$ cat src/memMapPkg.sv
// ####################
// Memory map types
// ####################
package memMapPkg;

  typedef logic [7:0]  byteT;  // CPU data bus and register width
  typedef logic [15:0] addrT;  // CPU address

  // Region bounds
  localparam addrT RamTop   = 16'h4000;  // First address past RAM
  localparam addrT CartTop  = 16'hC000;  // First address past cartridge
  localparam addrT BiosBase = 16'hF800;  // BIOS runs to FFFF

  // Register banks, offset in the low nibble
  localparam addrT AnticBase = 16'hD400;
  localparam addrT PokeyBase = 16'hE800;

  // ANTIC offsets
  localparam logic [3:0] OffDmactl = 4'h0;
  localparam logic [3:0] OffChactl = 4'h1;
  localparam logic [3:0] OffDlistl = 4'h2;
  localparam logic [3:0] OffDlisth = 4'h3;
  localparam logic [3:0] OffHscrol = 4'h4;
  localparam logic [3:0] OffVscrol = 4'h5;
  localparam logic [3:0] OffPmbase = 4'h7;
  localparam logic [3:0] OffChbase = 4'h9;
  localparam logic [3:0] OffWsync  = 4'hA;
  localparam logic [3:0] OffVcount = 4'hB;  // Read only
  localparam logic [3:0] OffPenh   = 4'hC;  // Read only
  localparam logic [3:0] OffPenv   = 4'hD;  // Read only
  localparam logic [3:0] OffNmien  = 4'hE;
  localparam logic [3:0] OffNmist  = 4'hF;  // NMIRES on write

  // POKEY write offsets
  localparam logic [3:0] OffAudf1  = 4'h0;
  localparam logic [3:0] OffAudc1  = 4'h1;
  localparam logic [3:0] OffAudf2  = 4'h2;
  localparam logic [3:0] OffAudc2  = 4'h3;
  localparam logic [3:0] OffAudf3  = 4'h4;
  localparam logic [3:0] OffAudc3  = 4'h5;
  localparam logic [3:0] OffAudf4  = 4'h6;
  localparam logic [3:0] OffAudc4  = 4'h7;
  localparam logic [3:0] OffAudctl = 4'h8;
  localparam logic [3:0] OffStimer = 4'h9;  // Strobe only
  localparam logic [3:0] OffSkrest = 4'hA;
  localparam logic [3:0] OffPotgo  = 4'hB;  // Strobe only
  localparam logic [3:0] OffSerout = 4'hD;
  localparam logic [3:0] OffIrqen  = 4'hE;
  localparam logic [3:0] OffSkctl  = 4'hF;

  // POKEY read offsets, shared with the write side
  localparam logic [3:0] OffKbcode = 4'h9;
  localparam logic [3:0] OffRandom = 4'hA;
  localparam logic [3:0] OffSerin  = 4'hD;
  localparam logic [3:0] OffIrqst  = 4'hE;
  localparam logic [3:0] OffSkstat = 4'hF;

  localparam byteT UnmappedData = 8'hFF;  // Read of a hole

  // ANTIC's own register update code
  typedef enum logic [2:0] {
    None         = 3'd0,
    DlistLow     = 3'd1,
    DlistBoth    = 3'd2,
    Reserved     = 3'd3,  // No effect
    DlistLowNmi  = 3'd4,
    DlistBothNmi = 3'd5,
    NmiOnly      = 3'd6
  } anticUpdT;

endpackage
$ cat src/memMapTop.sv
// ####################
// Memory map top
// ####################
module memMapTop #(
  parameter int StrobeWidth = 8  // POTGO and STIMER pulse length
) (
  input  logic                Fclk,
  input  logic                rst,
  input  memMapPkg::addrT     cpuAddr,
  input  logic                cpuWe,
  input  memMapPkg::byteT     cpuWrData,
  output memMapPkg::byteT     cpuRdData,
  // External memories
  output logic                selRam,
  output logic                selCart,
  output logic                selBios,
  output logic                writeRam,
  input  memMapPkg::byteT     ramData,
  input  memMapPkg::byteT     biosData,
  input  memMapPkg::byteT     cartData,
  // ANTIC side
  input  memMapPkg::anticUpdT anticUpd,
  input  memMapPkg::byteT     dlistLowIn,
  input  memMapPkg::byteT     dlistHighIn,
  input  memMapPkg::byteT     nmistIn,
  input  memMapPkg::byteT     vcountIn,
  input  memMapPkg::byteT     penhIn,
  input  memMapPkg::byteT     penvIn,
  output memMapPkg::byteT     dmactl,
  output memMapPkg::byteT     chactl,
  output memMapPkg::byteT     hscrol,
  output memMapPkg::byteT     vscrol,
  output memMapPkg::byteT     pmbase,
  output memMapPkg::byteT     chbase,
  output memMapPkg::byteT     wsync,
  output memMapPkg::byteT     nmien,
  output memMapPkg::byteT     dlistLow,
  output memMapPkg::byteT     dlistHigh,
  output memMapPkg::byteT     nmist,
  output memMapPkg::byteT     vcount,
  // POKEY side
  input  memMapPkg::byteT     kbcodeIn,
  input  memMapPkg::byteT     randomIn,
  input  memMapPkg::byteT     serinIn,
  input  memMapPkg::byteT     irqstIn,
  input  memMapPkg::byteT     skstatIn,
  output memMapPkg::byteT     audf1,
  output memMapPkg::byteT     audc1,
  output memMapPkg::byteT     audf2,
  output memMapPkg::byteT     audc2,
  output memMapPkg::byteT     audf3,
  output memMapPkg::byteT     audc3,
  output memMapPkg::byteT     audf4,
  output memMapPkg::byteT     audc4,
  output memMapPkg::byteT     audctl,
  output memMapPkg::byteT     skrest,
  output memMapPkg::byteT     serout,
  output memMapPkg::byteT     irqen,
  output memMapPkg::byteT     skctl,
  output logic                potgoStrobe,
  output logic                stimerStrobe
);

  logic writeReg;  // CPU write outside the memories

  addrDecode decodeStage (
    .cpuAddr (cpuAddr),
    .cpuWe   (cpuWe),
    .selRam  (selRam),
    .selCart (selCart),
    .selBios (selBios),
    .writeRam(writeRam),
    .writeReg(writeReg)
  );

  anticRegs anticBank (
    .Fclk       (Fclk),
    .rst        (rst),
    .writeReg   (writeReg),
    .cpuAddr    (cpuAddr),
    .cpuWrData  (cpuWrData),
    .anticUpd   (anticUpd),
    .dlistLowIn (dlistLowIn),
    .dlistHighIn(dlistHighIn),
    .nmistIn    (nmistIn),
    .vcountIn   (vcountIn),
    .dmactl     (dmactl),
    .chactl     (chactl),
    .hscrol     (hscrol),
    .vscrol     (vscrol),
    .pmbase     (pmbase),
    .chbase     (chbase),
    .wsync      (wsync),
    .nmien      (nmien),
    .dlistLow   (dlistLow),
    .dlistHigh  (dlistHigh),
    .nmist      (nmist),
    .vcount     (vcount)
  );

  pokeyRegs #(.StrobeWidth(StrobeWidth)) pokeyBank (
    .Fclk        (Fclk),
    .rst         (rst),
    .writeReg    (writeReg),
    .cpuAddr     (cpuAddr),
    .cpuWrData   (cpuWrData),
    .audf1       (audf1),
    .audc1       (audc1),
    .audf2       (audf2),
    .audc2       (audc2),
    .audf3       (audf3),
    .audc3       (audc3),
    .audf4       (audf4),
    .audc4       (audc4),
    .audctl      (audctl),
    .skrest      (skrest),
    .serout      (serout),
    .irqen       (irqen),
    .skctl       (skctl),
    .potgoStrobe (potgoStrobe),
    .stimerStrobe(stimerStrobe)
  );

  readMux resultMux (
    .cpuAddr  (cpuAddr),
    .selRam   (selRam),
    .selCart  (selCart),
    .selBios  (selBios),
    .ramData  (ramData),
    .biosData (biosData),
    .cartData (cartData),
    .dmactl   (dmactl),
    .chactl   (chactl),
    .dlistLow (dlistLow),
    .dlistHigh(dlistHigh),
    .hscrol   (hscrol),
    .vscrol   (vscrol),
    .pmbase   (pmbase),
    .chbase   (chbase),
    .wsync    (wsync),
    .vcount   (vcount),
    .nmien    (nmien),
    .nmist    (nmist),
    .penhIn   (penhIn),
    .penvIn   (penvIn),
    .kbcodeIn (kbcodeIn),
    .randomIn (randomIn),
    .serinIn  (serinIn),
    .irqstIn  (irqstIn),
    .skstatIn (skstatIn),
    .cpuRdData(cpuRdData)
  );

endmodule

$ cat src/readMux.sv
// ####################
// CPU read mux
// ####################
module readMux (
  input  memMapPkg::addrT cpuAddr,
  input  logic            selRam,
  input  logic            selCart,
  input  logic            selBios,
  input  memMapPkg::byteT ramData,
  input  memMapPkg::byteT biosData,
  input  memMapPkg::byteT cartData,
  input  memMapPkg::byteT dmactl,
  input  memMapPkg::byteT chactl,
  input  memMapPkg::byteT dlistLow,
  input  memMapPkg::byteT dlistHigh,
  input  memMapPkg::byteT hscrol,
  input  memMapPkg::byteT vscrol,
  input  memMapPkg::byteT pmbase,
  input  memMapPkg::byteT chbase,
  input  memMapPkg::byteT wsync,
  input  memMapPkg::byteT vcount,
  input  memMapPkg::byteT nmien,
  input  memMapPkg::byteT nmist,
  input  memMapPkg::byteT penhIn,
  input  memMapPkg::byteT penvIn,
  input  memMapPkg::byteT kbcodeIn,
  input  memMapPkg::byteT randomIn,
  input  memMapPkg::byteT serinIn,
  input  memMapPkg::byteT irqstIn,
  input  memMapPkg::byteT skstatIn,
  output memMapPkg::byteT cpuRdData
);

  logic            anticHit;
  logic            pokeyHit;
  logic [3:0]      regOff;
  memMapPkg::byteT anticData;  // ANTIC bank at this offset
  memMapPkg::byteT pokeyData;  // POKEY read inputs at this offset

  assign regOff   = cpuAddr[3:0];
  assign anticHit = cpuAddr[15:4] == memMapPkg::AnticBase[15:4];
  assign pokeyHit = cpuAddr[15:4] == memMapPkg::PokeyBase[15:4];

  always_comb begin
    case (regOff)
      memMapPkg::OffDmactl: anticData = dmactl;
      memMapPkg::OffChactl: anticData = chactl;
      memMapPkg::OffDlistl: anticData = dlistLow;
      memMapPkg::OffDlisth: anticData = dlistHigh;
      memMapPkg::OffHscrol: anticData = hscrol;
      memMapPkg::OffVscrol: anticData = vscrol;
      memMapPkg::OffPmbase: anticData = pmbase;
      memMapPkg::OffChbase: anticData = chbase;
      memMapPkg::OffWsync:  anticData = wsync;
      memMapPkg::OffVcount: anticData = vcount;  // One cycle behind vcountIn
      memMapPkg::OffPenh:   anticData = penhIn;
      memMapPkg::OffPenv:   anticData = penvIn;
      memMapPkg::OffNmien:  anticData = nmien;
      memMapPkg::OffNmist:  anticData = nmist;
      default:              anticData = memMapPkg::UnmappedData;  // 6 and 8
    endcase
  end

  // Paddle offsets 0-8 are gone, so most of the low half reads as a hole
  always_comb begin
    case (regOff)
      memMapPkg::OffKbcode: pokeyData = kbcodeIn;
      memMapPkg::OffRandom: pokeyData = randomIn;
      memMapPkg::OffSerin:  pokeyData = serinIn;
      memMapPkg::OffIrqst:  pokeyData = irqstIn;
      memMapPkg::OffSkstat: pokeyData = skstatIn;
      default:              pokeyData = memMapPkg::UnmappedData;
    endcase
  end

  // Memories first, then the two banks, anything else is a hole
  assign cpuRdData = selRam   ? ramData   :
                     selBios  ? biosData  :
                     selCart  ? cartData  :
                     anticHit ? anticData :
                     pokeyHit ? pokeyData :
                     memMapPkg::UnmappedData;

endmodule

$ cat src/pokeyRegs.sv
// ####################
// POKEY write registers
// ####################
module pokeyRegs #(
  parameter int StrobeWidth = 8
) (
  input  logic            Fclk,
  input  logic            rst,
  input  logic            writeReg,
  input  memMapPkg::addrT cpuAddr,
  input  memMapPkg::byteT cpuWrData,
  output memMapPkg::byteT audf1,
  output memMapPkg::byteT audc1,
  output memMapPkg::byteT audf2,
  output memMapPkg::byteT audc2,
  output memMapPkg::byteT audf3,
  output memMapPkg::byteT audc3,
  output memMapPkg::byteT audf4,
  output memMapPkg::byteT audc4,
  output memMapPkg::byteT audctl,
  output memMapPkg::byteT skrest,
  output memMapPkg::byteT serout,
  output memMapPkg::byteT irqen,
  output memMapPkg::byteT skctl,
  output logic            potgoStrobe,
  output logic            stimerStrobe
);

  logic       bankWrite;  // CPU write lands in E800-E80F
  logic [3:0] regOff;

  assign regOff    = cpuAddr[3:0];
  assign bankWrite = writeReg && (cpuAddr[15:4] == memMapPkg::PokeyBase[15:4]);

  always_ff @(posedge Fclk or posedge rst) begin
    if (rst) begin
      audf1  <= '0;
      audc1  <= '0;
      audf2  <= '0;
      audc2  <= '0;
      audf3  <= '0;
      audc3  <= '0;
      audf4  <= '0;
      audc4  <= '0;
      audctl <= '0;
      skrest <= '0;
      serout <= '0;
      irqen  <= '0;
      skctl  <= '0;
    end else if (bankWrite) begin
      case (regOff)
        memMapPkg::OffAudf1:  audf1  <= cpuWrData;
        memMapPkg::OffAudc1:  audc1  <= cpuWrData;
        memMapPkg::OffAudf2:  audf2  <= cpuWrData;
        memMapPkg::OffAudc2:  audc2  <= cpuWrData;
        memMapPkg::OffAudf3:  audf3  <= cpuWrData;
        memMapPkg::OffAudc3:  audc3  <= cpuWrData;
        memMapPkg::OffAudf4:  audf4  <= cpuWrData;
        memMapPkg::OffAudc4:  audc4  <= cpuWrData;
        memMapPkg::OffAudctl: audctl <= cpuWrData;
        memMapPkg::OffSkrest: skrest <= cpuWrData;
        memMapPkg::OffSerout: serout <= cpuWrData;
        memMapPkg::OffIrqen:  irqen  <= cpuWrData;
        memMapPkg::OffSkctl:  skctl  <= cpuWrData;
        default: ;  // STIMER, POTGO and hole at C
      endcase
    end
  end

  // The data of these two writes is ignored, only the hit matters
  strobeGen #(.StrobeWidth(StrobeWidth)) potgoGen (
    .Fclk   (Fclk),
    .rst    (rst),
    .trigger(bankWrite && (regOff == memMapPkg::OffPotgo)),
    .strobe (potgoStrobe)
  );

  strobeGen #(.StrobeWidth(StrobeWidth)) stimerGen (
    .Fclk   (Fclk),
    .rst    (rst),
    .trigger(bankWrite && (regOff == memMapPkg::OffStimer)),
    .strobe (stimerStrobe)
  );

endmodule

$ cat src/anticRegs.sv
// ####################
// ANTIC register bank
// ####################
module anticRegs (
  input  logic                Fclk,
  input  logic                rst,
  input  logic                writeReg,
  input  memMapPkg::addrT     cpuAddr,
  input  memMapPkg::byteT     cpuWrData,
  input  memMapPkg::anticUpdT anticUpd,
  input  memMapPkg::byteT     dlistLowIn,
  input  memMapPkg::byteT     dlistHighIn,
  input  memMapPkg::byteT     nmistIn,
  input  memMapPkg::byteT     vcountIn,
  output memMapPkg::byteT     dmactl,
  output memMapPkg::byteT     chactl,
  output memMapPkg::byteT     hscrol,
  output memMapPkg::byteT     vscrol,
  output memMapPkg::byteT     pmbase,
  output memMapPkg::byteT     chbase,
  output memMapPkg::byteT     wsync,
  output memMapPkg::byteT     nmien,
  output memMapPkg::byteT     dlistLow,
  output memMapPkg::byteT     dlistHigh,
  output memMapPkg::byteT     nmist,
  output memMapPkg::byteT     vcount
);

  logic       bankWrite;  // CPU write lands in D400-D40F
  logic [3:0] regOff;
  logic       updLow;     // ANTIC loads DLISTL
  logic       updHigh;    // ANTIC loads DLISTH
  logic       updNmi;     // ANTIC loads NMIST

  assign regOff    = cpuAddr[3:0];
  assign bankWrite = writeReg && (cpuAddr[15:4] == memMapPkg::AnticBase[15:4]);

  // Which fields the ANTIC update carries
  always_comb begin
    updLow  = 1'b0;
    updHigh = 1'b0;
    updNmi  = 1'b0;
    case (anticUpd)
      memMapPkg::DlistLow: updLow = 1'b1;
      memMapPkg::DlistBoth: begin
        updLow  = 1'b1;
        updHigh = 1'b1;
      end
      memMapPkg::DlistLowNmi: begin
        updLow = 1'b1;
        updNmi = 1'b1;
      end
      memMapPkg::DlistBothNmi: begin
        updLow  = 1'b1;
        updHigh = 1'b1;
        updNmi  = 1'b1;
      end
      memMapPkg::NmiOnly: updNmi = 1'b1;
      default: ;  // None and Reserved leave the bank alone
    endcase
  end

  always_ff @(posedge Fclk or posedge rst) begin
    if (rst) begin
      dmactl    <= '0;
      chactl    <= '0;
      hscrol    <= '0;
      vscrol    <= '0;
      pmbase    <= '0;
      chbase    <= '0;
      wsync     <= '0;
      nmien     <= '0;
      dlistLow  <= '0;
      dlistHigh <= '0;
      nmist     <= '0;
      vcount    <= '0;
    end else begin
      vcount <= vcountIn;  // Free running sample

      // ANTIC side first
      if (updLow)  dlistLow  <= dlistLowIn;
      if (updHigh) dlistHigh <= dlistHighIn;
      if (updNmi)  nmist     <= nmistIn;

      // CPU write comes last so it overrides only the register it hits
      if (bankWrite) begin
        case (regOff)
          memMapPkg::OffDmactl: dmactl    <= cpuWrData;
          memMapPkg::OffChactl: chactl    <= cpuWrData;
          memMapPkg::OffDlistl: dlistLow  <= cpuWrData;
          memMapPkg::OffDlisth: dlistHigh <= cpuWrData;
          memMapPkg::OffHscrol: hscrol    <= cpuWrData;
          memMapPkg::OffVscrol: vscrol    <= cpuWrData;
          memMapPkg::OffPmbase: pmbase    <= cpuWrData;
          memMapPkg::OffChbase: chbase    <= cpuWrData;
          memMapPkg::OffWsync:  wsync     <= cpuWrData;
          memMapPkg::OffNmien:  nmien     <= cpuWrData;
          memMapPkg::OffNmist:  nmist     <= cpuWrData;  // NMIRES
          default: ;  // VCOUNT, PENH, PENV and holes
        endcase
      end
    end
  end

endmodule

$ cat src/strobeGen.sv
// ####################
// Strobe stretcher
// ####################
module strobeGen #(
  parameter int StrobeWidth = 8  // Cycles the strobe stays high
) (
  input  logic Fclk,
  input  logic rst,
  input  logic trigger,
  output logic strobe
);

  localparam int CntW = $clog2(StrobeWidth + 1);

  logic [CntW-1:0] cnt;  // Cycles left in the pulse

  always_ff @(posedge Fclk or posedge rst) begin
    if (rst) begin
      cnt <= '0;
    end else if (trigger) begin
      cnt <= CntW'(StrobeWidth);  // Load or restart
    end else if (cnt != '0) begin
      cnt <= cnt - 1'b1;
    end
  end

  // High from the trigger edge for StrobeWidth cycles
  assign strobe = cnt != '0;

endmodule

$ cat src/addrDecode.sv
// ####################
// Address decode
// ####################
module addrDecode (
  input  memMapPkg::addrT cpuAddr,
  input  logic            cpuWe,
  output logic            selRam,
  output logic            selCart,
  output logic            selBios,
  output logic            writeRam,
  output logic            writeReg
);

  logic inMemory;  // Any of the three memory regions

  // Region classification, unsigned compares
  assign selRam  = cpuAddr < memMapPkg::RamTop;
  assign selCart = (cpuAddr >= memMapPkg::RamTop) && (cpuAddr < memMapPkg::CartTop);
  assign selBios = cpuAddr >= memMapPkg::BiosBase;

  // C000 to F7FF falls through to the register region
  assign inMemory = selRam | selCart | selBios;

  // Write steering
  assign writeRam = cpuWe & selRam;
  assign writeReg = cpuWe & ~inMemory;  // BIOS and cart writes are dropped

endmodule

$ cat config.mk
export PLATFORM = sky130hd
export DESIGN_NAME = memMapTop
export DESIGN_NICKNAME = d
export VERILOG_FILES = /design/src/memMapPkg.sv /design/src/memMapTop.sv /design/src/readMux.sv /design/src/pokeyRegs.sv /design/src/anticRegs.sv /design/src/strobeGen.sv /design/src/addrDecode.sv
export SDC_FILE = /design/constraint.sdc
export NUM_CORES = 1
export LEC_CHECK = 0
export ABC_AREA = 1
export BUFFER_PORTS_ARGS = -buffer_cell sky130_fd_sc_hd__buf_2
export CORE_MARGIN = 3
export CORE_UTILIZATION = 54
export CTS_CLUSTER_DIAMETER = 30
export DETAILED_ROUTE_END_ITERATION = 12
export PLACE_DENSITY = 0.95
export SLEW_MARGIN = 10
export SYNTH_ARGS = -nofsm -noshare
export SYNTH_HDL_FRONTEND = slang
export SYNTH_SLANG_ARGS = --single-unit
$ cat constraint.sdc
create_clock -name Fclk -period 18.5 [get_ports Fclk]
set_input_delay 0.925 -clock Fclk [delete_from_list [all_inputs] [get_ports Fclk]]
set_output_delay 0.925 -clock Fclk [all_outputs]
set_load 0.03 [all_outputs]
# == Yosys cells after proc, flatten, opt, wreduce, memory -nomap -nowiden ==
# Cells that the tools add are included.
# W data, S select, Z words.
# word_totals
reg_bits,208
word_cells,117
input_bits,142
output_inout_bits,214
# op_classes
add_sub_neg,2
eq_ne,22
n_reduce_logical,34
magnitude_cmp,4
muxes,23
bitwise,5
# ops
cell,count
$mux W8,14
$pmux W8 S14,1
$reduce_and A2 Y1,21
$pmux W8 S5,1
$eq A4 B4 Y1 const B,8
$eq A12 B12 Y1 const B,2
$eq A4 B3 Y1 const B,4
$ge A16 B15 Y1 const B,1
$ge A16 B16 Y1 const B,1
$lt A16 B15 Y1 const B,1
$lt A16 B16 Y1 const B,1
$mux W4,4
$eq A3 B3 Y1 const B,3
$eq A4 B2 Y1 const B,2
$reduce_bool A4 Y1,2
$sub A4 B1 Y4 const B,2
$logic_and A1 B1 Y1,5
$eq A4 B1 Y1 const B,1
$logic_not A4 Y1,1
$reduce_bool A2 Y1,2
$reduce_or A4 Y1,1
$eq A3 B1 Y1 const B,1
$eq A3 B2 Y1 const B,1
$mux W1,3
5 further kinds,7

# == Longest topological paths before layout ==
# Gate-level depths: netlist (run 1).
# logic_depth
depth_word,9
ltp_mapped,14
ltp_nobuf,13

# == Cells and area by module ==
# Synthesis (run 1) repeated with hierarchy kept, for this count alone.
# hier_totals
hier_cells,1650
area_unflattened_um2,11637.4
# by_module_without_submodules
mod,cells_each,instances,seq_area_each_um2,area_per_inst_um2
anticRegs,593,1,2402.3,4610.7
pokeyRegs,502,1,2602.5,4521.8
readMux,469,1,0.0,1923.1
strobeGen,29,2,100.1,225.2
addrDecode,28,1,0.0,131.4

# == Worst setup path before layout (run 1) ==
# No wires, ideal clock.
# synth_path
kind,input to output
from,input port cpuAddr[2]
to,output port cpuRdData[2]
required_time_ps,17575
slack_ps,15260
path_buffers,2
arrival_time_ps,2315
path_stages,14
path_cell_list,buf_2 -> nand2_1 -> nor2_1 -> buf_2 -> nand2_1 -> nand2_1 -> nor2_1 -> nand3_1 -> nand2_1 -> inv_1 -> nand2_1 -> nand2_1 -> nand2_1 -> nand2_1
# synth_via
elab_chain_cells,7
word_cells_on_any_way,26
cone_classes,order compare: 4; eq/ne: 13; mux: 7; reduce/logical: 2
# synth_rtl
element,line,rtl
start: declaration,memMapTop.sv:9,"input memMapPkg::addrT cpuAddr,"
branches (longest 6 deep; another with $ge A16 B15 Y1),n/a,
$mux W8 *,readMux.sv:77,assign cpuRdData = selRam ? ramData :
end: declaration,memMapTop.sv:12,"output memMapPkg::byteT cpuRdData,"
# Mark *: on every way between the ends.

# == Worst setup path after layout (run 1) ==
# layout_path
from,input port cpuAddr[0]
to,output port cpuRdData[3]
# Same word-level chain as after synthesis.

==> results summary, run 1 <==
The run finished with clean final reports. The routed wirelength normalized by instance count came out at 21.2 um. The worst register-to-register path ends at pokeyBank.potgoGen.cnt[1]. The destination of the critical timing path is cpuRdData[3].

In this design, the largest share of critical-path delay is due to simple AND/OR/NAND/NOR gates. The total leakage power came out at 0.00711 uW. The growth of design area from synthesis to finish came out at 32.3%. The area of the multi-input gates is 3940 um2.

From bottom edge to top edge, the die measures 140 um. The number of placed instances, taps included is 1749. Of all nets on the critical path, the largest fanout is 13.

The library cell used most frequently in the layout, excluding fill and tap cells, is nand2_1. The number of nets in the synthesized netlist is between 1000 and 1500. Together, buffers and inverters on the worst path number 3. Summing all flip-flop and latch instances after layout gives 5200 um2. The length of the first detailed-routing pass in iterations came out at 6. The register bit count reported by yosys came out at roughly 210.

The via count of the first global-routing pass is roughly 10000. After detailed routing, the number of vias per cell comes to 5.74. The path length in cells of the critical path is 13.

The weighted congestion at the end of routability-driven global placement is approximately 1.0. The number of cell rows came out at 48. The final layout contains routed wiring with a total length of 38600 um.

The starting DRC count in detailed routing is 1096. The worst slack at placement came out at about 14 ns. The fill cell total of the finished layout came out at 1283. Measured in cells, the most critical reg-to-reg path has a length of 7. The wire length of the first global-routing pass came out at 58700 um. Dividing the final minimum period by the clock period gives 0.225.

The count of hold buffers inserted by post-cts repair is 0. The highest-delay cell along the critical path is nor2_1. The buffer levels on the longest clock path is 3.

Once the clock tree was built, the setup fixing pass inserted 0 buffers. The register-to-register path setup slack came out at 17.09 ns. Leaving out fill and tap cells, the most frequent cells in the layout are 455 x nand2_1, 355 x buf_2, 208 x dfrtp_1. The register clock-pin slew on the reported worst setup and hold paths came out at 0.05 ns. The highest clock frequency the design can meet is 240 MHz. The max-slew violation count came out at 0. The worst min-delay path category is reg -> reg.

The number of I/O port buffers came out at 355. The width of the die came out at 140 um. The largest voltage drop on the vdd net is 0.0939 mV.

Setup total negative slack on the finished layout was measured at 0 ns. The final layout contains about 1700 nets. The smallest clock period supported by the final layout is computed as ~4.2 ns.

The leftover overflow at the end of global routing came out at 0. STA classifies the critical path startpoint as an input pin. The total setup violations reported at the end of the flow came out at 0. around 360 I/O pins were placed.

The maximum number of pins on one net before global-route repair is about 130. The number of distinct library cell variants in the gate-level netlist after synthesis came out at 25. Setup repair after global routing left no endpoint under its margin.

The post-cts gate resize count is 0. CTS placed an instance of clkbuf_16 at the clock tree root. Summing over every cut layer, the via total after detailed routing is 10400.

The signal on the critical path passes through buf_2 -> inv_1 -> nand2_1 -> nor2_1 -> nand2_1 -> nand4_1 -> nor2_1 -> nand2_1 -> nand2_1 -> nand2_1 -> nand2_1 -> nand2_1 -> buf_2. The number of nets with antenna violations after routing came out at 0. The transition time of the tightest slew-check pin is 1.27 ns. The sum of internal, switching and leakage power came out at between 1000 and 1500 uW. Across every metal layer, demand over resource in global routing totals 0.381. The remaining design rule violation count came out at 0. The required time of the critical path came out at 17.57 ns. Power spread over the standard cell area amounts to 108 nW/um2. The stage delay of the slowest cell on the critical path is 0.96 ns. The kind of critical path is in -> out. Tracing the worst setup path back leads to its startpoint at cpuAddr[0].

The clock tree from TritonCTS is done. The number of failing hold endpoints at the final stage was 0. The number of clock sinks seen by CTS is 208. The max-cap check violation count came out at 0. The cell area after technology mapping is just under 10000 um2. The CTS buffer count is 37.

The arrival time at the worst endpoint came out at 3.24 ns. The number of levels in the clock H-tree came out at 2. The die area came out at ~20000 um2. The total area inside the core boundary comes to 17400 um2. After legalization and detailed placement, the total HPWL measured roughly 26000 um. The initial core utilization came out at 0.557. The final standard cell count with taps included and fillers excluded came out at 1816. The most numerous cell type found on the critical path is nand2_1. The category of the worst setup path capture point is an output pin. The worst slew slack as a fraction of its limit is 0.148.

The setup slack after layout came out at around 14 ns. The number of antenna violations at the first check in global routing is 2. The post-synthesis cell count is approximately 1200. The average instance in the mapped netlist occupies 7.97 um2. The worst register-to-register path begins at pokeyBank.potgoGen.cnt[0]. For the final database, setup skew stands at 0.00358 ns. At the later pin of the worst-skew pair, clock insertion delay measures 0.51 ns. The share of layout cells above drive strength 1 came out at 0.276. Yosys printed 0 warnings. The sequential share of the synthesized area is 0.537.
==> logic make-up (layout without fill, tap and decap cells) <==
kind of cell,after synthesis,after routing,share of synthesized area
other,0,2,0
and+or+nand+nor,654,654,0.268
muxes,16,16,0.0186
buffers and inverters,121,493,0.0565
xor gates and xnor gates,4,4,0.00361
AOI/OAI and AO/OA,208,208,0.108
adders and majority gates,6,6,0.00774
DFF,208,208,0.537
==> worst min-delay path, stage by stage (launching register included) <==
cell	delay, ns
dfrtp_1	0.34
nand2_1	0.05
o21ai_0	0.05
==> area by class of cell <==
type / count / area share
repair buffers: 357 / 0.140
multi-input cells: 888 / 0.307
clock buffers: 44 / 0.0766
well taps: 225 / 0.0219
flip-flops and latches: 208 / 0.406
clock inverters: 21 / 0.0271
diodes: 2 / 0.000390
inverters: 71 / 0.0214
==> cell usage after synthesis (all sizes together) <==
cell type / instances / area (um2)
clkbuf: 26 / 97.6
o21ai: 191 / 956
and2: 1 / 6.26
ha: 6 / 75.1
nor4: 1 / 21.3
nor2: 120 / 453
buf: 24 / 184
inv: 70 / 263
mux2: 16 / 180
nor3: 1 / 5.00
dfrtp: 208 / 5200
nand2: 455 / 1710
a21oi: 9 / 45.0
clkinv: 1 / 3.75
nand3b: 1 / 7.51
a31oi: 8 / 50.1
xor2: 4 / 35.0
nand3: 65 / 335
nand4: 9 / 56.3
nor3b: 1 / 7.51
==> metrics by stage <==
step / hold WS [ns] / cell area, um2 / utilization
after global placement: 0.461 / 11500 / 0.660
after global routing: 0.492 / 12800 / 0.737
final: 0.481 / 12800 / 0.737
after detailed placement: 0.467 / 11500 / 0.660
after floorplan: 0.505 / 9690 / -
after CTS: 0.481 / 12800 / 0.736
==> where the power goes <==
| group | internal, uW | total (uW) | switching, uW |
|---|---|---|---|
| registers | 474 | 489 | 15.0 |
| logic | 52.2 | 164 | 112 |
| clock network | 494 | 735 | 242 |
| total | 1020 | 1390 | 369 |
==> per-layer routing <==
layer	share of wire	wire length (um)	track usage	up-vias
met5	0	0	0	-
met4	0.059	2270	0.204	0
met3	0.10	3930	0.0922	182
met2	0.48	18600	0.640	782
met1	0.36	13800	0.456	4864
li1	-	-	-	4595
==> worst min path at each step <==
stage | end | slack, ns | depth (start not counted) | from
final | pokeyBank.serout[6] | 0.48 | 2 | pokeyBank.serout[6]
after global routing | pokeyBank.skctl[3] | 0.49 | 2 | pokeyBank.skctl[3]
after CTS | pokeyBank.skctl[3] | 0.48 | 2 | pokeyBank.skctl[3]
after detailed placement | pokeyBank.audf4[0] | 0.47 | 2 | pokeyBank.audf4[0]
after global placement | pokeyBank.skrest[3] | 0.46 | 2 | pokeyBank.skrest[3]
after floorplan | pokeyBank.stimerGen.cnt[0] | 0.51 | 3 | pokeyBank.stimerGen.cnt[0]
(Power assumes the default switching activity.)
==> run 2, diff against run 1 <==
--- a/config.mk
+++ b/config.mk
@@ -5,13 +5,13 @@
 export SDC_FILE = /design/constraint.sdc
 export NUM_CORES = 1
 export LEC_CHECK = 0
-export ABC_AREA = 1
+export ABC_AREA = 0
 export BUFFER_PORTS_ARGS = -buffer_cell sky130_fd_sc_hd__buf_2
 export CORE_MARGIN = 3
-export CORE_UTILIZATION = 54
+export CORE_UTILIZATION = 51
 export CTS_CLUSTER_DIAMETER = 30
 export DETAILED_ROUTE_END_ITERATION = 12
-export PLACE_DENSITY = 0.95
+export PLACE_DENSITY = 0.92
 export SLEW_MARGIN = 10
 export SYNTH_ARGS = -nofsm -noshare
 export SYNTH_HDL_FRONTEND = slang
==> constraint.sdc (replaced) <==
create_clock -name Fclk -period 4.18 [get_ports Fclk]
set_input_delay 0.209 -clock Fclk [delete_from_list [all_inputs] [get_ports Fclk]]
set_output_delay 0.209 -clock Fclk [all_outputs]
set_load 0.03 [all_outputs]
==> run 2 against run 1 <==
Sequential power grew to 4.5 times the previous value. Cell area increased by 7.8%. Worst hold slack worse by 0.46 ns. Non-clock buffer count up 20. Worst setup slack lost 13 ns. Flip-flop and latch count stayed put. Cell count shrank 17%. Clock skew grew 0.0058 ns. Count of clock-buffer cells in the layout increased by 2. Total power grew to 4.7 times the previous value. Via count is 12% lower. Clock power rose to 4.8 times the previous value. Largest power group unchanged. Highest routed layer unchanged.
==> results summary, run 2 <==
The number of clock sinks seen by CTS is 208 (unchanged). The main combinational cell family by area after synthesis is multiplexers. From synthesis to final layout, the design area changed by 35.0%. The utilization of the core after routing came out at 0.706 (-0.0304).

The flow ran to the end, and the final reports show no timing, DRC or antenna violations. The max-slew violation count came out at 0 (unchanged). The XOR/XNOR share of the synthesized area is 0.00513 (+0.00152). In the layout the commonest cells are 355 x buf_2, 208 x dfrtp_1, 178 x mux2_2. The power density relative to cell area came out at 471 nW/um2 (+330%). The via count of the routed design came out at 9144 (-12%). The worst setup path is of the in -> out kind. The required time of the critical path came out at 3.97 ns (-13.60 ns). The via count of the first global-routing pass came out at 9550 (-8.5%). Setup repair after global routing left no endpoint under its margin.

The transition time of the tightest slew-check pin is 1.17 ns (-0.0991 ns). The number of levels in the clock H-tree came out at 2 (unchanged). The adder and majority cell fraction of the synthesized area came to 0.00733 (-0.000416). The remaining design rule violation count came out at 0 (unchanged). The number of synthesized flops with an enable pin is 0 (unchanged). The total setup violations reported at the end of the flow came out at 0 (unchanged). The buffer levels on the longest clock path is 3 (unchanged). The count of boundary I/O pins came out at 356 (unchanged). The fraction of the mapped netlist area in compound gates is 0.0927 (-0.0157).

The leftover overflow at the end of global routing is 0 (unchanged). The cell area after technology mapping is 10200 um2 (+5.7%). The post-synthesis cell count is 845 (-31%).

The chip height is 148 um (+5.5%). The post-layout minimum cycle time came out at 3.09 ns. The largest voltage drop on the vdd net came out at 0.377 mV (+300%).

The combined global-route utilization of all metal layers is 0.348 (-0.0335). The share of layout cells above drive strength 1 is 0.522 (+0.245). The insertion delay of the later-clocked pin in the worst-skew pair came out at 0.51 ns (about the same).

The die area is 21800 um2 (+11%). The final critical-path share of the clock period came out at 0.739. The post-synthesis simple-gate area fraction came out at 0.117 (-0.152). The wire length of the first global-routing pass came out at 57800 um (-1.5%). The CTS buffer count is 41 (+11%). The tightest min-delay check is of the in -> reg type. The count of hold buffers inserted by post-cts repair is 15 (+15). The number of buffers added for setup after CTS was 0 (unchanged).

The area of the core came to 19600 um2 (+12%). The number of failing hold endpoints at the final stage came to 0 (unchanged). The worst setup path is captured at an output pin. The launching element type of the critical path is an input pin. The register bit count reported by yosys was 208 (unchanged).

The number of nets in the finished design is 1355 (-21%). The routed wirelength normalized by instance count is 25.9 um (+22%). The post-cts gate resize count is 0 (unchanged). The Yosys warning count came out at 0 (unchanged).

The number of nets in the synthesized netlist is 993 (-27%). The maximum net fanout on the critical path was 35 (+22). The arrival time at the worst endpoint is 2.88 ns (-0.36 ns). The highest clock frequency the design can meet is 324 MHz. In the post-synthesis netlist, the cell with the most instances is dfrtp_1. The maximum number of pins on one net before global-route repair came out at 151 (+14%). The final worst hold slack came out at 0.0183 ns (-0.463 ns). The clock tree from TritonCTS is done. The final clock skew was 0.00934 ns (+0.00576 ns).

The routed wire length came to 39000 um (+1.2%). The number of nets with antenna violations after routing is 0 (unchanged). The number of antenna violations at the first check in global routing is 1 (-1). The max-cap check violation count came out at 0 (unchanged). The starting DRC count in detailed routing is 738 (-33%). The via count normalized by instance count came out at 6.07 (+5.8%). The mux share of post-synthesis cell area is 0.243 (+0.224). The tree is rooted in a clkbuf_16. The number of cell rows came to 51 (+6.3%).

The final-layout setup total negative slack came out at 0 ns (unchanged). The number of I/O port buffers is 355 (unchanged). The fraction of synthesis flops using an asynchronous set or reset pin is 1.00 (unchanged). The worst slew slack as a fraction of its limit came out at 0.212 (+0.0636). The cell type with the largest total area after synthesis is dfrtp_1. The initial core utilization came to 0.523 (-0.0336). Sorting the synthesized cells by area gives the leading types as dfrtp_1 51%, mux2_2 20%, mux2i_1 4.7%, clkbuf_1 1.5%, nor2_1 1.4%.

The final HPWL from detailed placement came out at 26600 um (+1.6%). The width of the die is 148 um (+5.5%). The total leakage power came out at 0.00725 uW (+2.0%). The sequential share of the synthesized area is 0.508 (-0.0289). The length of the first detailed-routing pass in iterations came out at 5 (-1). The most instantiated flip-flop cell in the synthesis netlist is dfrtp_1. The area share of the largest cell type after synthesis was 0.508 (-0.0289). The weighted congestion at the end of routability-driven global placement is 0.894 (-11%). The average cell area after synthesis is 12.1 um2 (+52%).

The register clock-pin slew on the reported worst setup and hold paths came out at 0.05 ns (about the same). The number of distinct library cell variants in the gate-level netlist after synthesis was 64 (+160%). The library cell used most frequently in the layout, excluding fill and tap cells, is buf_2.

After synthesis, the most frequently instantiated cells are 208 x dfrtp_1, 178 x mux2_2, 48 x mux2i_1, 42 x clkbuf_1, 39 x nor2_1.
==> run 2: changes by cell type in the layout (fill, tap and decap cells not counted), moves of 52 or more <==
cell     before  now
nand2_1     455   33
mux2_2       16  178
o21ai_0     191   25
inv_1        69   11
nor2_1      119   39
nand3_1      63   11
==> run 2: critical path, cell delays in order <==
cell and delay, ns:
buf_2 0.50, buf_4 0.49, nor2_1 0.19, a32oi_1 0.29, o211ai_1 0.10, a2111oi_0 0.66, o22ai_1 0.19, buf_2 0.23
==> run 2: path summary, 6_finish.rpt <==
check	from	end	slack, ns	cells past startpoint
worst max-delay path	cpuAddr[1]	cpuRdData[7]	1.09	8
worst min-delay path	nmistIn[4]	anticBank.nmist[4]	0.02	3
worst max register to register	pokeyBank.stimerGen.cnt[0]	pokeyBank.stimerGen.cnt[0]	2.48	5
worst min register to register	pokeyBank.audf1[2]	pokeyBank.audf1[2]	0.50	1
max in group asynchronous	rst	pokeyBank.audf3[4]	3.04	4
min in group asynchronous	rst	anticBank.chactl[0]	0.48	4
==> run 2: final cells by class <==
cell class | instances | area, um2
diodes | 1 | 2.50
clock buffers | 46 | 1090
clock inverters | 30 | 402
fillers | 1357 | 5760
inverters | 12 | 48.8
multi-input cells | 567 | 4760
flip-flops and latches | 208 | 5200
well taps | 265 | 332
repair buffers | 377 | 1990
==> run 2: report_power, final <==
group / switching, uW / internal (uW) / total [uW] / leakage (uW)
sequential: 87.7 / 2100 / 2190 / 0.00282
clock: 1210 / 2310 / 3510 / 0.000716
combinational: 527 / 282 / 809 / 0.00372
total: 1820 / 4690 / 6510 / 0.00725
==> run 2: metal layers <==
metal / global-route usage / vias to the layer above / share of wire
li1: - / 3875 / -
met1: 0.418 / 4536 / 0.36
met2: 0.587 / 592 / 0.49
met3: 0.0956 / 141 / 0.095
met4: 0.157 / 0 / 0.048
met5: 0 / - / 0
==> run 2: kinds of logic after synthesis <==
group / Yosys count
buffers and inverters: 70
XOR/XNOR: 6
AND/OR/NAND/NOR: 192
flip-flops: 208
multiplexers: 226
adder cells (fa/ha/maj): 6
AO/OA/AOI/OAI: 137
==> run 2: through the flow <==
stage	instances	power, uW	instance area [um2]	worst slack (ns)
2_1_floorplan	845	2690	10200	1.27
3_3_place_gp	1414	2960	12200	1.23
3_5_place_dp	1414	2990	12200	1.16
4_1_cts	1505	6510	13800	1.22
5_1_grt	1506	6700	13800	0.941
6_report	1506	6510	13800	1.09
==> run 3, diff against run 2 <==
--- a/config.mk
+++ b/config.mk
@@ -5,10 +5,10 @@
 export SDC_FILE = /design/constraint.sdc
 export NUM_CORES = 1
 export LEC_CHECK = 0
-export ABC_AREA = 0
+export ABC_AREA = 1
 export BUFFER_PORTS_ARGS = -buffer_cell sky130_fd_sc_hd__buf_2
 export CORE_MARGIN = 3
-export CORE_UTILIZATION = 51
+export CORE_UTILIZATION = 50
 export CTS_CLUSTER_DIAMETER = 30
 export DETAILED_ROUTE_END_ITERATION = 12
 export PLACE_DENSITY = 0.92
==> constraint.sdc (replaced) <==
create_clock -name Fclk -period 3 [get_ports Fclk]
set_input_delay 0.15 -clock Fclk [delete_from_list [all_inputs] [get_ports Fclk]]
set_output_delay 0.15 -clock Fclk [all_outputs]
set_load 0.03 [all_outputs]
==> run 3 against run 2 <==
Critical path type is now in -> reg. Flip-flop and latch count is the same. Sequential share of layout area up 2.1 points. Worst hold slack got worse by 0.012 ns. Clock skew decreased by 0.0033 ns. Non-clock buffer count is 17 higher. Critical endpoint is now anticBank.nmist[0]. Core utilization shrank 1.3 points. Worst setup slack got worse by 0.66 ns. Register-to-register slack got worse by 0.87 ns. Via count up 15%.
==> results summary, run 3 (same netlist as run 1, synthesis figures left out) <==
The flow ran to the end, and the final reports show no timing, DRC or antenna violations. The final critical-path share of the clock period came out at 0.857. The depth of the worst register-to-register path was 3 (-2).

The critical path goes through buf_2 -> nand2_1 -> nor2_1 -> buf_4 -> nand3b_1 -> nor2_1 -> a31oi_1 -> dlygate4sd3_1. The number of I/O port buffers is 355 (unchanged). The CTS buffer count came out at 35 (-15%). The maximum number of pins on one net before global-route repair is 106 (-30%). The max-cap check violation count is 0 (unchanged).

The buffer levels on the longest clock path came out at 3 (unchanged). The worst slew slack as a fraction of its limit is 0.213 (+0.00108). The final worst hold slack is 0.00638 ns (-0.0119 ns).

The number of clock sinks seen by CTS is 208 (unchanged). The via count of the routed design came out at 10600 (+15%). The origin of the critical flop-to-flop path is anticBank.nmist[7]. The register-to-register path setup slack came out at 1.61 ns (-0.87 ns). The required time of the critical path is 3.37 ns (-0.60 ns). The hold path startpoint is dlistLowIn[0]. The number of antenna violations at the first check in global routing came out at 2 (+1). The end point of the most critical hold path is anticBank.dlistLow[0]. The cell-internal power is 5880 uW (+25%). The share of layout cells above drive strength 1 came to 0.273 (-0.249). The total leakage power was 0.00720 uW (-0.73%). The met2 track demand over resource was 0.592 (+0.00514). The relative contribution of combinational cells to total power came out at 0.130 (+0.006).

The worst setup path is of the in -> reg kind. The insertion delay of the later-clocked pin in the worst-skew pair was 0.49 ns (-0.02 ns). The combined global-route utilization of all metal layers came out at 0.353 (+0.00534).

The growth of design area from synthesis to finish is 35.0% (about the same). The via count normalized by instance count came out at 5.60 (-7.8%). The count of boundary I/O pins is 356 (unchanged). The area of the core was 18900 um2 (-3.6%). The power density relative to cell area came out at 617 nW/um2 (+31%). The starting DRC count in detailed routing is 1080 (+46%). The chip height is 145 um (-1.7%). The maximum net fanout on the critical path came out at 16 (-54%). The final clock skew is 0.00603 ns (-0.00331 ns). In this run the clock root is driven by a clkbuf_16. The remaining design rule violation count came out at 0 (unchanged). The weighted congestion at the end of routability-driven global placement came out at 0.958 (+7.2%). The part of the total power dissipated in sequential elements came out at 0.374 (+0.038). The via count of the first global-routing pass is 10500 (+10%).

The endpoint identified for the worst register-to-register timing path is anticBank.nmist[7]. The worst slack at placement is 0.300 ns (-0.856 ns). TritonCTS built the clock tree. The met1 demand-to-capacity share in global routing came out at 0.425 (+0.00737). The most frequent standard cell in the layout excluding fill and tap cells is nand2_1. The instance count along the most critical hold path is 4 (+1). The length of the first detailed-routing pass in iterations is 9 (+4). The met3 track utilization from global routing was 0.0893 (-0.00633). met2 is the most crowded layer.

The leftover overflow at the end of global routing came to 0 (unchanged). For this design, the slowest cell found on the critical path is dlygate4sd3_1. The fill cell total of the finished layout came out at 1489 (+9.7%). The number of nets in the finished design came out at 1746 (+29%). Setup repair after global routing left no endpoint under its margin. The category of the worst setup path capture point is a flop. The die area is 21100 um2 (-3.3%). The register clock-pin slew on the reported worst setup and hold paths is 0.05 ns (about the same). The routed wire length came out at 38000 um (-2.7%). The number of nets with antenna violations after routing was 0 (unchanged). The wire length of the first global-routing pass is 59000 um (+2.1%).

The routed wirelength normalized by instance count is 20.2 um (-22%). The stage delay of the slowest cell on the critical path is 0.61 ns (-0.05 ns). The initial core utilization came out at 0.513 (-0.00985).

The transition time of the tightest slew-check pin is 1.18 ns (+0.00551 ns). The arrival time at the worst endpoint came out at 2.94 ns (+0.06 ns). The final-layout setup total negative slack is 0 ns (unchanged). The worst path in the final design needs a cycle of 2.57 ns, including I/O delays and setup. In this design, the critical path's most frequently occurring cell is nor2_1. The number of failing hold endpoints at the final stage came out at 0 (unchanged). The largest voltage drop on the vdd net came out at 0.529 mV (+40%). The switching component of the power is 2200 uW (+21%). The width of the die came out at 145 um (-1.7%). The max-slew violation count came to 0 (unchanged). The highest clock frequency the design can meet came out at 389 MHz.

The worst setup path is launched from an input pin. The number of levels in the clock H-tree came to 2 (unchanged). The setup slack after layout is 0.430 ns (-0.660 ns). The post-cts gate resize count was 0 (unchanged). The share of total power in the clock network came out at 0.496 (-0.044). The final HPWL from detailed placement was 25500 um (-3.9%). The number of cell rows is 50 (-2.0%). In this run the worst hold path is classified as in -> reg.

In the layout the commonest cells are 455 x nand2_1, 355 x buf_2, 208 x dfrtp_1. The switching power as a share of total power was 0.273 (-0.00735). The total setup violations reported at the end of the flow came out at 0 (unchanged).
run 3: routing by layer:
metal  share of wire  vias up
met5         0.00034        -
met4           0.058        2
met3            0.11      194
met2            0.48      765
met1            0.36     4915
li1                -     4675
run 3: worst max path at each step:
stage	start	endpoint	slack [ns]
detailed placement	cpuAddr[14]	anticBank.chactl[4]	0.30
floorplan	rst	anticBank.chactl[0]	0.15
CTS	cpuAddr[3]	cpuRdData[6]	0.61
global route	cpuAddr[2]	anticBank.nmist[1]	0.31
global placement	cpuAddr[14]	anticBank.dlistHigh[3]	0.41
finish	cpuAddr[2]	anticBank.nmist[0]	0.43
run 3: final cells by class:
cell class              count  area [um2]  share of cell area
flip-flops and latches    208        5200               0.398
multi-input cells         888        3940               0.301
repair buffers            394        2170               0.166
clock buffers              47         991              0.0757
well taps                 260         325              0.0249
inverters                  71         270              0.0207
clock inverters            15         185              0.0141
diodes                      1        2.50            0.000191
run 3: power by group through the flow:
stage / Clock [uW] / Sequential [uW] / Combinational, uW
2_1_floorplan: 0 / 3140 / 532
6_report: 4010 / 3030 / 1050
3_5_place_dp: 0 / 3060 / 994
3_3_place_gp: 0 / 3060 / 958
5_1_grt: 4150 / 3030 / 1160
4_1_cts: 4010 / 3010 / 1040
run 3: metrics by stage:
stage	power [uW]	cell area [um2]	util	std cells
after floorplan	3670	9700	-	1217
after global placement	4020	11600	0.615	1792
after detailed placement	4050	11600	0.615	1792
after CTS	8060	13100	0.693	1883
after global routing	8340	13100	0.693	1884
final	8080	13100	0.693	1884
run 3: critical path, delay by kind of cell:
family	cells	cell delay [ns]
AND/OR/NAND/NOR	4	1.58
buffers and inverters	3	1.13
AO/OA/AOI/OAI	1	0.07
run 3: repair_timing:
item                                   4_1_cts  5_1_grt
endpoints found under the hold margin       34        0
hold buffers                                29        0
buffers inserted                             0        0
